`config.mk`:
```
export PLATFORM = sky130hd
export DESIGN_NAME = rope_top
export DESIGN_NICKNAME = d
export VERILOG_FILES = /design/src/rtl/rope_pkg.sv /design/src/rtl/swing_trig.sv /design/src/rtl/item_table.sv /design/src/rtl/key_pulse.sv /design/src/rtl/score_counter.sv /design/src/rtl/rope_controller.sv /design/src/rtl/rope_top.sv
export SDC_FILE = /design/constraint.sdc
export NUM_CORES = 1
export LEC_CHECK = 0
export BUFFER_PORTS_ARGS = -buffer_cell sky130_fd_sc_hd__buf_2
export CAP_MARGIN = 20
export CORE_MARGIN = 2
export CORE_UTILIZATION = 55
export CTS_CLUSTER_SIZE = 30
export DETAILED_ROUTE_END_ITERATION = 6
export MAX_ROUTING_LAYER = met4
export PLACE_DENSITY = 0.7
export SLEW_MARGIN = 10
export SYNTH_ARGS = -nofsm -noshare
export SYNTH_HDL_FRONTEND = slang
export SYNTH_SLANG_ARGS = --single-unit
```
`constraint.sdc`:
```
create_clock -name clock -period 34.7 [get_ports clock]
set_clock_uncertainty 0.1 [all_clocks]
set_input_delay 3.47 -clock clock [delete_from_list [all_inputs] [get_ports clock]]
set_output_delay 3.47 -clock clock [all_outputs]
set_load 0.01 [all_outputs]
```
`src/rtl/rope_pkg.sv`:
```
// Shared widths, item word layout, game constants and controller states.
// Item words keep all unused bits at zero.
// Frame time is a handful of clocks so simulation stays short.
package rope_pkg;

    typedef logic [9:0]  coord_t;
    typedef logic [7:0]  angle_t;
    typedef logic [9:0]  length_t;
    typedef logic [8:0]  trig_t;
    typedef logic [3:0]  item_addr_t;
    typedef logic [31:0] item_word_t;
    typedef logic [15:0] score_t;

    // item word fields
    localparam int ITEM_X_LSB       = 23;
    localparam int ITEM_X_W         = 9;
    localparam int ITEM_Y_LSB       = 11;
    localparam int ITEM_Y_W         = 8;
    localparam int ITEM_TYPE_LSB    = 2;
    localparam int ITEM_TYPE_W      = 2;
    localparam int ITEM_VISIBLE_BIT = 1;
    localparam int ITEM_TAKEN_BIT   = 0;
    localparam int ITEM_DEPTH       = 16;

    // pivot, rope and swing
    localparam coord_t  ORIGIN_X   = 10'd77;
    localparam coord_t  ORIGIN_Y   = 10'd45;
    localparam length_t ROPE_MIN   = 10'd20;
    localparam length_t DELTA_LEN  = 10'd5;
    localparam angle_t  ANGLE_STEP = 8'd5;
    localparam angle_t  ANGLE_MIN  = 8'd15;
    localparam angle_t  ANGLE_MAX  = 8'd165;
    localparam angle_t  ANGLE_REST = 8'd90;

    // frame pacing
    localparam int FRAME_TICKS  = 8;
    localparam int HEAVY_FRAMES = 3;
    localparam int FRAME_CNT_W  = 8;

    // playfield
    localparam coord_t ITEM_SIZE    = 10'd16;
    localparam coord_t SCREEN_X_MIN = 10'd2;
    localparam coord_t SCREEN_X_MAX = 10'd317;
    localparam coord_t SCREEN_Y_MAX = 10'd237;

    // item values
    localparam score_t SCORE_STONE   = 16'd10;
    localparam score_t SCORE_GOLD    = 16'd20;
    localparam score_t SCORE_DIAMOND = 16'd50;

    typedef enum logic [3:0] {
        idle,
        swing_wait,
        swing_step,
        extend_wait,
        extend_step,
        scan_addr,
        scan_read,
        scan_test,
        retract_wait,
        retract_step,
        collect_write
    } rope_state_t;

endpackage

```
`src/rtl/swing_trig.sv`:
```
// Hook end point from angle and rope length, one cycle of latency.
// Only multiples of 5 degrees between 0 and 180 are looked up correctly.
// Left of the pivot a negative x wraps in 10 bits and reads as off screen.
module swing_trig (
    input  logic               clock,
    input  rope_pkg::angle_t   angle,
    input  rope_pkg::length_t  rope_len,
    output rope_pkg::coord_t   end_x,
    output rope_pkg::coord_t   end_y
);

    rope_pkg::angle_t folded;
    logic [4:0]       sin_idx;
    logic [4:0]       cos_idx;
    rope_pkg::trig_t  sin_mag;
    rope_pkg::trig_t  cos_mag;
    logic [18:0]      prod_x;
    logic [18:0]      prod_y;

    // round(256 * sin) in 5 degree steps
    function automatic rope_pkg::trig_t sin_lut(input logic [4:0] idx);
        case (idx)
            5'd0:    return 9'd0;
            5'd1:    return 9'd22;
            5'd2:    return 9'd44;
            5'd3:    return 9'd66;
            5'd4:    return 9'd88;
            5'd5:    return 9'd108;
            5'd6:    return 9'd128;
            5'd7:    return 9'd147;
            5'd8:    return 9'd165;
            5'd9:    return 9'd181;
            5'd10:   return 9'd196;
            5'd11:   return 9'd210;
            5'd12:   return 9'd222;
            5'd13:   return 9'd232;
            5'd14:   return 9'd241;
            5'd15:   return 9'd247;
            5'd16:   return 9'd252;
            5'd17:   return 9'd255;
            default: return 9'd256;
        endcase
    endfunction

    always_comb begin
        // fold into 0..90, cosine is the mirrored entry
        if (angle > rope_pkg::ANGLE_REST) begin
            folded = rope_pkg::ANGLE_REST + rope_pkg::ANGLE_REST - angle;
        end else begin
            folded = angle;
        end
        sin_idx = 5'(folded / rope_pkg::ANGLE_STEP);
        cos_idx = 5'd18 - sin_idx;
        sin_mag = sin_lut(sin_idx);
        cos_mag = sin_lut(cos_idx);
        prod_x  = 19'(rope_len) * 19'(cos_mag);
        prod_y  = 19'(rope_len) * 19'(sin_mag);
    end

    always_ff @(posedge clock) begin
        end_y <= rope_pkg::ORIGIN_Y + rope_pkg::coord_t'(prod_y >> 8);
        if (angle < rope_pkg::ANGLE_REST) begin
            end_x <= rope_pkg::ORIGIN_X + rope_pkg::coord_t'(prod_x >> 8);
        end else begin
            end_x <= rope_pkg::ORIGIN_X - rope_pkg::coord_t'(prod_x >> 8);
        end
    end

endmodule

```
`src/rtl/item_table.sv`:
```
// Item RAM with a single registered read port.
// Drawing reads win the read address; host loads win the write port.
// The controller sees ctrl_ready low whenever either of them is active.
module item_table (
    input  logic                  clock,
    input  logic                  draw_busy,
    input  rope_pkg::item_addr_t  draw_index,
    input  logic                  load_en,
    input  rope_pkg::item_addr_t  load_addr,
    input  rope_pkg::item_word_t  load_data,
    input  rope_pkg::item_addr_t  ctrl_addr,
    input  rope_pkg::item_word_t  ctrl_wdata,
    input  logic                  ctrl_wen,
    output rope_pkg::item_word_t  item_rdata,
    output logic                  ctrl_ready
);

    rope_pkg::item_word_t mem [rope_pkg::ITEM_DEPTH];
    rope_pkg::item_addr_t rd_addr;

    assign rd_addr    = draw_busy ? draw_index : ctrl_addr;
    assign ctrl_ready = !draw_busy && !load_en;

    always_ff @(posedge clock) begin
        if (load_en) begin
            mem[load_addr] <= load_data;
        end else if (ctrl_wen && ctrl_ready) begin
            mem[ctrl_addr] <= ctrl_wdata;
        end
        // old data on a same-address write
        item_rdata <= mem[rd_addr];
    end

endmodule

```
`src/rtl/key_pulse.sv`:
```
// Fire key conditioning: two-stage synchronizer and rising edge detect.
// The pulse lasts one frame plus one cycle, so exactly one swing step sees it.
// A new edge during the pulse restarts it.
module key_pulse (
    input  logic clock,
    input  logic resetn,
    input  logic key,
    output logic pulse
);

    logic [1:0]                       sync_q;
    logic                             key_prev;
    logic [rope_pkg::FRAME_CNT_W-1:0] hold_cnt;

    always_ff @(posedge clock) begin
        if (!resetn) begin
            sync_q   <= '0;
            key_prev <= 1'b0;
            hold_cnt <= '0;
        end else begin
            sync_q   <= {sync_q[0], key};
            key_prev <= sync_q[1];
            if (sync_q[1] && !key_prev) begin
                hold_cnt <= rope_pkg::FRAME_CNT_W'(rope_pkg::FRAME_TICKS + 1);
            end else if (hold_cnt != '0) begin
                hold_cnt <= hold_cnt - 1'b1;
            end
        end
    end

    assign pulse = (hold_cnt != '0);

endmodule

```
`src/rtl/score_counter.sv`:
```
// Score accumulator, adds the value of the collected item type.
// The sum wraps at 16 bits; there is no subtraction.
module score_counter (
    input  logic                                 clock,
    input  logic                                 resetn,
    input  logic                                 score_add,
    input  logic [rope_pkg::ITEM_TYPE_W-1:0]     score_type,
    output rope_pkg::score_t                     score
);

    rope_pkg::score_t value;

    always_comb begin
        case (score_type)
            2'd0:    value = rope_pkg::SCORE_STONE;
            2'd1:    value = rope_pkg::SCORE_GOLD;
            // both upper codes are diamonds
            default: value = rope_pkg::SCORE_DIAMOND;
        endcase
    end

    always_ff @(posedge clock) begin
        if (!resetn) begin
            score <= '0;
        end else if (score_add) begin
            score <= score + value;
        end
    end

endmodule

```
`src/rtl/rope_controller.sv`:
```
// Rope state machine: swing, extend, scan for a hit, retract and collect.
// Scans entries 0 to item_count-1, so at most 15 items take part.
// Table reads and writes only proceed while ctrl_ready is high.
// Rope length grows as an extend wait ends, so the end point has settled
// by the time the scan looks at it.
module rope_controller (
    input  logic                              clock,
    input  logic                              resetn,
    input  logic                              enable,
    input  logic                              fire,
    input  rope_pkg::item_addr_t              item_count,
    input  rope_pkg::coord_t                  end_x,
    input  rope_pkg::coord_t                  end_y,
    input  rope_pkg::item_word_t              item_rdata,
    input  logic                              ctrl_ready,
    output rope_pkg::angle_t                  angle,
    output rope_pkg::length_t                 rope_len,
    output rope_pkg::item_addr_t              ctrl_addr,
    output rope_pkg::item_word_t              ctrl_wdata,
    output logic                              ctrl_wen,
    output logic                              score_add,
    output logic [rope_pkg::ITEM_TYPE_W-1:0]  score_type
);

    rope_pkg::rope_state_t            state;
    logic [rope_pkg::FRAME_CNT_W-1:0] frame_cnt;
    logic [rope_pkg::FRAME_CNT_W-1:0] frame_last;
    logic                             frame_done;
    logic                             swing_up;
    logic                             carrying;
    rope_pkg::item_word_t             item_q;
    rope_pkg::coord_t                 item_x;
    rope_pkg::coord_t                 item_y;
    logic                             hit;
    logic                             off_screen;

    // heavier load slows the retract
    always_comb begin
        if (state == rope_pkg::retract_wait && carrying) begin
            frame_last = rope_pkg::FRAME_CNT_W'(
                rope_pkg::FRAME_TICKS * (1 + rope_pkg::HEAVY_FRAMES) - 1);
        end else begin
            frame_last = rope_pkg::FRAME_CNT_W'(rope_pkg::FRAME_TICKS - 1);
        end
        frame_done = (frame_cnt == frame_last);
    end

    always_comb begin
        item_x = rope_pkg::coord_t'(item_q[rope_pkg::ITEM_X_LSB +: rope_pkg::ITEM_X_W]);
        item_y = rope_pkg::coord_t'(item_q[rope_pkg::ITEM_Y_LSB +: rope_pkg::ITEM_Y_W]);
        hit = item_q[rope_pkg::ITEM_VISIBLE_BIT] && !item_q[rope_pkg::ITEM_TAKEN_BIT]
            && (item_x < end_x) && (end_x <= item_x + rope_pkg::ITEM_SIZE)
            && (item_y < end_y) && (end_y <= item_y + rope_pkg::ITEM_SIZE);
        off_screen = (end_x < rope_pkg::SCREEN_X_MIN) || (end_x > rope_pkg::SCREEN_X_MAX)
            || (end_y > rope_pkg::SCREEN_Y_MAX);
    end

    // table write data: mark taken on a hit, clear the entry on collect
    always_comb begin
        ctrl_wdata = item_q;
        if (state == rope_pkg::collect_write) begin
            ctrl_wdata[rope_pkg::ITEM_VISIBLE_BIT] = 1'b0;
            ctrl_wdata[rope_pkg::ITEM_TAKEN_BIT]   = 1'b0;
        end else begin
            ctrl_wdata[rope_pkg::ITEM_TAKEN_BIT] = 1'b1;
        end
    end

    assign ctrl_wen = ctrl_ready
        && ((state == rope_pkg::scan_test && hit) || state == rope_pkg::collect_write);
    assign score_add  = ctrl_ready && (state == rope_pkg::collect_write);
    assign score_type = item_q[rope_pkg::ITEM_TYPE_LSB +: rope_pkg::ITEM_TYPE_W];

    always_ff @(posedge clock) begin
        if (!resetn) begin
            state     <= rope_pkg::idle;
            frame_cnt <= '0;
            swing_up  <= 1'b0;
            carrying  <= 1'b0;
            angle     <= rope_pkg::ANGLE_REST;
            rope_len  <= rope_pkg::ROPE_MIN;
            ctrl_addr <= '0;
        end else begin
            case (state)
                rope_pkg::idle: begin
                    frame_cnt <= '0;
                    if (enable) begin
                        state <= rope_pkg::swing_wait;
                    end
                end
                rope_pkg::swing_wait, rope_pkg::extend_wait, rope_pkg::retract_wait: begin
                    frame_cnt <= frame_cnt + 1'b1;
                    if (frame_done) begin
                        frame_cnt <= '0;
                        if (state == rope_pkg::swing_wait) begin
                            state <= rope_pkg::swing_step;
                        end else if (state == rope_pkg::extend_wait) begin
                            rope_len <= rope_len + rope_pkg::DELTA_LEN;
                            state    <= rope_pkg::extend_step;
                        end else begin
                            state <= rope_pkg::retract_step;
                        end
                    end
                end
                rope_pkg::swing_step: begin
                    if (fire) begin
                        // drop at the current angle
                        state <= rope_pkg::extend_wait;
                    end else begin
                        state <= rope_pkg::swing_wait;
                        if (swing_up) begin
                            angle <= angle + rope_pkg::ANGLE_STEP;
                            if (angle + rope_pkg::ANGLE_STEP == rope_pkg::ANGLE_MAX) begin
                                swing_up <= 1'b0;
                            end
                        end else begin
                            angle <= angle - rope_pkg::ANGLE_STEP;
                            if (angle - rope_pkg::ANGLE_STEP == rope_pkg::ANGLE_MIN) begin
                                swing_up <= 1'b1;
                            end
                        end
                    end
                end
                rope_pkg::extend_step: begin
                    ctrl_addr <= '0;
                    state     <= rope_pkg::scan_addr;
                end
                rope_pkg::scan_addr: begin
                    if (off_screen) begin
                        state <= rope_pkg::retract_wait;
                    end else if (ctrl_addr >= item_count) begin
                        state <= rope_pkg::extend_wait;
                    end else if (ctrl_ready) begin
                        // address goes out this cycle
                        state <= rope_pkg::scan_read;
                    end
                end
                rope_pkg::scan_read: begin
                    item_q <= item_rdata;
                    state  <= rope_pkg::scan_test;
                end
                rope_pkg::scan_test: begin
                    if (!hit) begin
                        ctrl_addr <= ctrl_addr + 1'b1;
                        state     <= rope_pkg::scan_addr;
                    end else if (ctrl_ready) begin
                        // ctrl_addr keeps the carried entry until collect
                        carrying <= 1'b1;
                        state    <= rope_pkg::retract_wait;
                    end
                end
                rope_pkg::retract_step: begin
                    if (rope_len <= rope_pkg::ROPE_MIN + rope_pkg::DELTA_LEN) begin
                        rope_len <= rope_pkg::ROPE_MIN;
                        if (carrying) begin
                            state <= rope_pkg::collect_write;
                        end else begin
                            state <= rope_pkg::swing_wait;
                        end
                    end else begin
                        rope_len <= rope_len - rope_pkg::DELTA_LEN;
                        state    <= rope_pkg::retract_wait;
                    end
                end
                rope_pkg::collect_write: begin
                    if (ctrl_ready) begin
                        carrying <= 1'b0;
                        state    <= rope_pkg::swing_wait;
                    end
                end
                default: begin
                    state <= rope_pkg::idle;
                end
            endcase
        end
    end

endmodule

```
`src/rtl/rope_top.sv`:
```
// Rope block top: key conditioning, controller, end point, item table, score.
// The drawing engine and the host loader sit outside and share the item table.
module rope_top (
    input  logic                  clock,
    input  logic                  resetn,
    input  logic                  enable,
    input  logic                  fire_key,
    input  rope_pkg::item_addr_t  item_count,
    input  logic                  draw_busy,
    input  rope_pkg::item_addr_t  draw_index,
    input  logic                  load_en,
    input  rope_pkg::item_addr_t  load_addr,
    input  rope_pkg::item_word_t  load_data,
    output rope_pkg::coord_t      end_x,
    output rope_pkg::coord_t      end_y,
    output rope_pkg::angle_t      angle,
    output rope_pkg::length_t     rope_len,
    output rope_pkg::score_t      score,
    output rope_pkg::item_word_t  item_rdata
);

    logic                             fire;
    rope_pkg::item_addr_t             ctrl_addr;
    rope_pkg::item_word_t             ctrl_wdata;
    logic                             ctrl_wen;
    logic                             ctrl_ready;
    logic                             score_add;
    logic [rope_pkg::ITEM_TYPE_W-1:0] score_type;

    key_pulse key_pulse_inst (
        .clock  (clock),
        .resetn (resetn),
        .key    (fire_key),
        .pulse  (fire)
    );

    rope_controller rope_controller_inst (
        .clock      (clock),
        .resetn     (resetn),
        .enable     (enable),
        .fire       (fire),
        .item_count (item_count),
        .end_x      (end_x),
        .end_y      (end_y),
        .item_rdata (item_rdata),
        .ctrl_ready (ctrl_ready),
        .angle      (angle),
        .rope_len   (rope_len),
        .ctrl_addr  (ctrl_addr),
        .ctrl_wdata (ctrl_wdata),
        .ctrl_wen   (ctrl_wen),
        .score_add  (score_add),
        .score_type (score_type)
    );

    swing_trig swing_trig_inst (
        .clock    (clock),
        .angle    (angle),
        .rope_len (rope_len),
        .end_x    (end_x),
        .end_y    (end_y)
    );

    item_table item_table_inst (
        .clock      (clock),
        .draw_busy  (draw_busy),
        .draw_index (draw_index),
        .load_en    (load_en),
        .load_addr  (load_addr),
        .load_data  (load_data),
        .ctrl_addr  (ctrl_addr),
        .ctrl_wdata (ctrl_wdata),
        .ctrl_wen   (ctrl_wen),
        .item_rdata (item_rdata),
        .ctrl_ready (ctrl_ready)
    );

    score_counter score_counter_inst (
        .clock      (clock),
        .resetn     (resetn),
        .score_add  (score_add),
        .score_type (score_type),
        .score      (score)
    );

endmodule

```
==> results of run 1 <==
worst max-delay path: cells and delay by family, from the launching register on:
kind	cells	cell delay, ns
simple gates	12	2.80
mux	1	0.30
fa+ha+maj	11	3.92
flops	1	0.63
buf+inv	8	1.28
compound gates	12	3.47
xor+xnor	2	0.29
cell families after synthesis:
kind of cell    share of synthesized area, %
mux                                     9.82
other cells                           0.0107
buf+inv                                 3.86
compound gates                          8.56
flops                                   53.4
xor+xnor                                2.03
simple gates                            10.7
fa+ha+maj                               11.7
registers in the layout, summed over array words and instances, names as in the netlist:
register and flops:
swing_trig_inst.end_y 10, rope_controller_inst.ctrl_addr 4, key_pulse_inst.hold_cnt 8, rope_controller_inst.state 4
item_table_inst.mem 512, score_counter_inst.score 15, rope_controller_inst.rope_len 10, item_table_inst.item_rdata 32
rope_controller_inst.angle 8, key_pulse_inst.key_prev 1, rope_controller_inst.swing_up 1, rope_controller_inst.item_q 32
key_pulse_inst.sync_q 2, rope_controller_inst.frame_cnt 8, rope_controller_inst.carrying 1, swing_trig_inst.end_x 10
final timing paths:
kind | slack (ns) | cells after the start | end | start
min reg2reg | 0.33 | 0 | rope_controller_inst.item_q[2] | item_table_inst.item_rdata[2]
max reg2reg | 21.77 | 46 | swing_trig_inst.end_x[9] | rope_controller_inst.angle[0]
min | 0.33 | 0 | rope_controller_inst.item_q[2] | item_table_inst.item_rdata[2]
max | 21.77 | 46 | swing_trig_inst.end_x[9] | rope_controller_inst.angle[0]
per-layer routing:
layer / part of all wire (%) / vias up / track usage, %
met5: 0 / - / -
met4: 3.7 / 0 / 10.1
met3: 5.8 / 188 / 3.35
met2: 50 / 832 / 45.6
met1: 40 / 11500 / 34.5
li1: - / 10211 / -
layout make-up:
class	instances	share of cell area (%)
diodes	3	0.0193
clock buffers	95	4.85
clock inverters	32	0.944
inverters	202	1.95
multi-input cells	1719	38.9
flip-flops and latches	658	47.9
well taps	846	2.73
repair buffers	182	2.69
stage by stage:
stage          cell area [um^2]  std cells  power (mW)
2_1_floorplan             34900       2715        2.07
3_3_place_gp              36600       3606        2.35
3_5_place_dp              36600       3606        2.40
4_1_cts                   38800       3733        3.13
5_1_grt                   38800       3734        3.37
6_report                  38800       3737        3.12
where the power goes:
part | internal (mW) | leakage, nW | switching [mW]
combinational | 0.569 | 7.60 | 0.896
clock | 0.412 | 1.09 | 0.314
sequential | 0.900 | 5.85 | 0.0344
cells in the final DEF (no fill, tap or decap), types with 21 or more instances in the layout:
master / n
a211oi_1: 44
a21oi_1: 101
a31oi_1: 53
and2_1: 95
buf_2: 134
buf_4: 46
clkbuf_1: 21
clkbuf_16: 70
dfxtp_1: 114
edfxtp_1: 544
fa_1: 111
ha_1: 147
inv_1: 195
mux2_2: 33
mux4_2: 130
nand2_1: 278
nand2b_1: 27
nand3_1: 34
nor2_1: 123
nor2b_1: 39
nor3_1: 45
o21ai_0: 73
xnor2_1: 59
==> summary.txt, run 1 <==
Yosys
  • Top FF cell, synth: edfxtp_1
  • Count leader, synth: edfxtp_1
  • Yosys reg bits: about 660
  • Syn avg cell area: 12.8 um^2
  • Synth top cells by count: 544 x edfxtp_1, 278 x nand2_1, 195 x inv_1
  • Post-synth net total: 3023
  • Top cells by area in the synthesized netlist: edfxtp_1 47%, mux4_2 8.4%, dfxtp_1 6.5%
  • Yosys warnings: 0
  • Mapped Cells: roughly 2700
  • Post-Syn Area: approximately 35000 um^2
  • Async S/R FF share, synth: 0%
  • Top cell type's share of synthesized area: between 40% and 50%
  • EDFF count, synth: approximately 540
  • Post-synthesis cell type count: 100
  • Post-synthesis sequential area ratio: between 50% and 60%
  • Synth area leader: edfxtp_1

Clocking
  • Post-CTS sizing: 0
  • Htree depth: 3
  • CTS clock-pin slew for the worst setup and hold paths: about 0.070 ns
  • Hold Buf Count CTS: 0
  • CTS tree: yes
  • Clk_lat worst skew: slightly above 0.6 ns
  • Clock Tree Root: clkbuf_16
  • Post-CTS Setup Repair Bufs: 0
  • Worst-case clock buffer depth: 3
  • CTS buffer count: roughly 70
  • Clock sinks: 658

Routing
  • Post-Route WL: 85800 um
  • Drt wl/cell: about 23 um
  • Final antenna-violating net count: 0
  • Post-DR vias/cell: around 6.1
  • Drt drc: 0
  • DR vias: between 20000 and 25000
  • First-pass iteration count of the detailed router: 6
  • DRT iter0 DRCs: about 1800

Place
  • Pre-CTS WS: ~22 ns
  • Hpwl dp: ~54000 um
  • Input/output buffers: approximately 130
  • Gpl congestion: between 0.9 and 1

Timing
  • Achievable frequency: slightly below 0.08 GHz
  • Tightest Pin Transition: approximately 1.1 ns
  • Final Hold Fails: 0
  • TNS Setup: 0 ns
  • Final setup vio count: 0
  • RSZ-0062 raised after global routing: false
  • Fin. max-slew vios: 0
  • WHS: approximately 0.33 ns
  • Max_slew headroom: between 20% and 30%
  • Tmin final: between 10 and 15 ns
  • Period utilization: 37.3%
  • PnR worst setup slack: 21.77 ns

Worst setup path
  • CP Max Fanout: 17
  • CP arrival: roughly 13 ns
  • CP endpoint kind: flop
  • Startpoint Class: flop
  • Worst Path Required: around 35 ns
  • CP max stage delay: 0.65 ns
  • Crit Path Category: flop to flop
  • Slowest stage cell on the critical path: a21boi_1

Power and ir drop
  • Pleak: ~15 nW
  • Power per cell area: ~80 nW/um^2
  • Max IR drop VDD: between 0.0001 and 0.00015 V

Run
  • # Max-Cap Violations: 0

Global routing
  • GR Overflow Total: 0
  • GRT Total Usage: 27.3%
  • First-pass GRT wire length: roughly 130000 um
  • Pin count of the biggest net entering global routing: roughly 130
  • Vias in the first global route: 23153
  • Initial antenna violation count: 1

Die
  • I/O pin cnt: 136
  • Cell Rows: just over 90
  • Die Ht: between 200 and 300 um
  • Die Wd: 256 um
  • Initial core utilization: 55.5%
  • Core ar.: 62900 um^2
  • Die area: 65500 um^2

Finish
  • Multi-input logic area: approximately 15000 um^2
  • FF+latch area: approximately 19000 um^2
  • Filler cells: around 4700
  • Layout area overhead: 11.3%
  • Final nets: 3140
  • Final core utilization: 61.8%
  • Fraction of layout cells with a size suffix above 1: around 18%

Hold path
  • HP Class: flop to flop

Outcome
  • Status: finished clean
Note: power is estimated with default switching activity, not from simulation.
==> run 2: changes to the inputs <==
==> constraint.sdc (replaced) <==
create_clock -name clock -period 12.4 [get_ports clock]
set_clock_uncertainty 0.1 [all_clocks]
set_input_delay 1.24 -clock clock [delete_from_list [all_inputs] [get_ports clock]]
set_output_delay 1.24 -clock clock [all_outputs]
set_load 0.01 [all_outputs]
==> run 2 against run 1 <==
First-iteration DRC count shrank 6.4%. Combinational power grew to 2.9 times the previous value. Die area is the same. Setup slack lost 21 ns. Critical endpoint unchanged.
==> summary.txt, run 2 (synthesized netlist as in run 1, its figures left out) <==
Finish
  • Final core utilization: 62.1% (was 61.8%)
  • Commonest non-fill, non-tap cell in the layout: edfxtp_1 (unchanged)
  • Max reg flops: 512 (unchanged)
  • Most frequent cells in the layout: 544 x edfxtp_1, 277 x nand2_1, 195 x inv_1 (was 544 x edfxtp_1, 278 x nand2_1, 195 x inv_1)
  • Fraction of layout cells with a size suffix above 1: 18.4% (was 17.7%)
  • Final nets: 3156 (was 3140)
  • Finished Cell Area: 39100 um^2 (was 38800 um^2)
  • Filler cells: 4743 (was 4736)
  • Top reg by flops: item_table_inst.mem (unchanged)
  • Top Registers: item_table_inst.mem: 512 flops, item_table_inst.item_rdata: 32 flops, rope_controller_inst.item_q: 32 flops (unchanged)
  • Layout area overhead: 11.9% (was 11.3%)

Hold path
  • Hold EP: rope_controller_inst.item_q[27] (was rope_controller_inst.item_q[2])
  • Hold Startpoint: item_table_inst.item_rdata[27] (was item_table_inst.item_rdata[2])
  • Cell depth of the worst hold path: 0 (unchanged)
  • HP Class: flop to flop (unchanged)

Global routing
  • Met2 Usage GRT: 46.6% (was 45.6%)
  • Busiest grt layer: met2 (unchanged)
  • GRT Total Usage: 28.3% (was 27.3%)
  • Pin count of the biggest net entering global routing: 93 (was 129)
  • Met3 GRT Util: 3.62% (was 3.35%)
  • Initial antenna violation count: 1 (unchanged)
  • GR Overflow Total: 0 (unchanged)
  • Vias in the first global route: 23527 (was 23153)
  • GRT met1 Usage: 35.8% (was 34.5%)
  • First-pass GRT wire length: 138000 um (was 134000 um)

Worst setup path
  • Path depth of the worst reg2reg path: 46 (unchanged)
  • Startpoint Class: flop (unchanged)
  • R2R Setup Slk: 0.68 ns (was 21.77 ns)
  • CP arrival: 12.11 ns (was 13.33 ns)
  • CP max stage delay: 0.64 ns (was 0.65 ns)
  • R2R Path End: swing_trig_inst.end_x[9] (unchanged)
  • CP Max Fanout: 29 (was 17)
  • WP buf/inv: 8 (unchanged)
  • CP most frequent cell: inv_1
  • Worst Path Required: 12.79 ns (was 35.10 ns)
  • Slowest stage cell on the critical path: dfxtp_1 (was a21boi_1)
  • CP endpoint kind: flop (unchanged)
  • R2r startpoint: rope_controller_inst.angle[6] (was rope_controller_inst.angle[0])
  • Crit Path Category: flop to flop (unchanged)
  • Crit-path leading delay family: simple AND/OR/NAND/NOR gates (was adder cells)

Routing
  • First-pass iteration count of the detailed router: 5 (was 6)
  • Final antenna-violating net count: 0 (unchanged)
  • Drt wl/cell: 23.6 um (was 23.0 um)
  • Post-Route WL: 88300 um (was 85800 um)
  • Post-DR vias/cell: 6.11 (was 6.08)
  • DRT iter0 DRCs: 1720 (was 1838)
  • Drt drc: 0 (unchanged)
  • DR vias: 22918 (was 22731)

Timing
  • Max_slew headroom: 26.0% (was 27.8%)
  • Fin. max-slew vios: 0 (unchanged)
  • Final setup vio count: 0 (unchanged)
  • Period utilization: 94.5% (was 37.3%)
  • Final Hold Fails: 0 (unchanged)
  • Achievable frequency: 0.0853 GHz (was 0.0774 GHz)
  • Tmin final: 11.72 ns (was 12.93 ns)
  • Tightest Pin Transition: 1.11 ns (was 1.08 ns)
  • WHS: 0.327 ns (was 0.328 ns)

Clocking
  • Worst-case clock buffer depth: 3 (unchanged)
  • Post-CTS Setup Repair Bufs: 0 (unchanged)
  • Htree depth: 3 (unchanged)
  • Hold Buf Count CTS: 0 (unchanged)
  • CTS clock-pin slew for the worst setup and hold paths: 0.07 ns (about the same)
  • Clk_lat worst skew: 0.62 ns (about the same)
  • Post-CTS sizing: 0 (unchanged)
  • CTS tree: yes (unchanged)
  • Clock Tree Root: clkbuf_16 (unchanged)
  • CTS buffer count: 69 (unchanged)
  • Clock sinks: 658 (unchanged)

Place
  • Hpwl dp: 54700 um (was 54300 um)
  • Gpl congestion: 0.936 (was 0.948)
  • Input/output buffers: 134 (unchanged)
  • Cell Area, Placed: 36700 um^2 (was 36600 um^2)

Run
  • # Max-Cap Violations: 0 (unchanged)

Die
  • Die Ht: 256 um (unchanged)
  • Core ar.: 62900 um^2 (unchanged)
  • Die area: 65500 um^2 (unchanged)
  • Initial core utilization: 55.5% (unchanged)
  • Cell Rows: 92 (unchanged)
  • I/O pin cnt: 136 (unchanged)
  • Die Wd: 256 um (unchanged)

Power and ir drop
  • Pleak: 14.6 nW (was 14.5 nW)
  • Power per cell area: 227 nW/um^2 (was 80.5 nW/um^2)
  • Max IR drop VDD: 0.000278 V (was 0.000111 V)

Outcome
  • Status: finished clean (unchanged)
run 2: cell types whose count changed in the layout (fill, tap and decap cells not counted), sizes merged:
cell	delta
buf	+17
bufinv	+3
clkinv	-7
inv	-1
clkbuf	+2
diode	-2
run 2: worst max path at each step:
stage	from	endpoint	depth (start not counted)
floorplan	rope_controller_inst.angle[1]	swing_trig_inst.end_x[9]	56
global placement	rope_controller_inst.angle[4]	swing_trig_inst.end_x[9]	46
detailed placement	rope_controller_inst.angle[4]	swing_trig_inst.end_x[9]	46
CTS	rope_controller_inst.angle[4]	swing_trig_inst.end_x[9]	46
global route	rope_controller_inst.angle[6]	swing_trig_inst.end_x[9]	48
finish	rope_controller_inst.angle[6]	swing_trig_inst.end_x[9]	46
run 2: report_power, final:
part	internal [mW]	switching [mW]	total, mW
Sequential	2.52	0.0978	2.62
Clock	1.21	0.860	2.07
Combinational	1.64	2.55	4.19
run 2: per-stage QoR:
step	instances	setup slack, ns	total power, mW	setup TNS, ns
5_1_grt	3749	-0.0545	9.58	-0.0545
2_1_floorplan	2715	1.21	5.78	0
6_report	3749	0.679	8.87	0
3_3_place_gp	3621	0.877	6.63	0
4_1_cts	3746	0.424	8.87	0
3_5_place_dp	3621	0.445	6.78	0
run 2: per-layer routing:
metal	up-vias	part of all wire, %	wire length (um)
met5	-	0	0
met4	0	3.9	3470
met3	200	6.4	5620
met2	907	50	44100
met1	11563	40	35200
li1	10248	-	-
run 2: cell type report:
cell class | count | area (um^2) | share of cell area [%]
timing repair buffer | 198 | 1200 | 3.08
tap | 846 | 1060 | 2.71
clock buffer | 98 | 1900 | 4.85
clock inverter | 27 | 373 | 0.955
antenna | 1 | 2.50 | 0.00641
sequential | 658 | 18600 | 47.7
multi-input combinational | 1719 | 15100 | 38.8
inverter | 202 | 761 | 1.95
run 2: worst reg2reg max path, delay by kind of cell (launching register included):
family                     cells  cell delay (ns)
and+or+nand+nor               16             3.67
adders and majority gates      9             3.51
AOI/OAI and AO/OA             10             2.22
buffers and inverters          8             0.84
DFF                            1             0.64
muxes                          1             0.34
xor gates and xnor gates       2             0.33
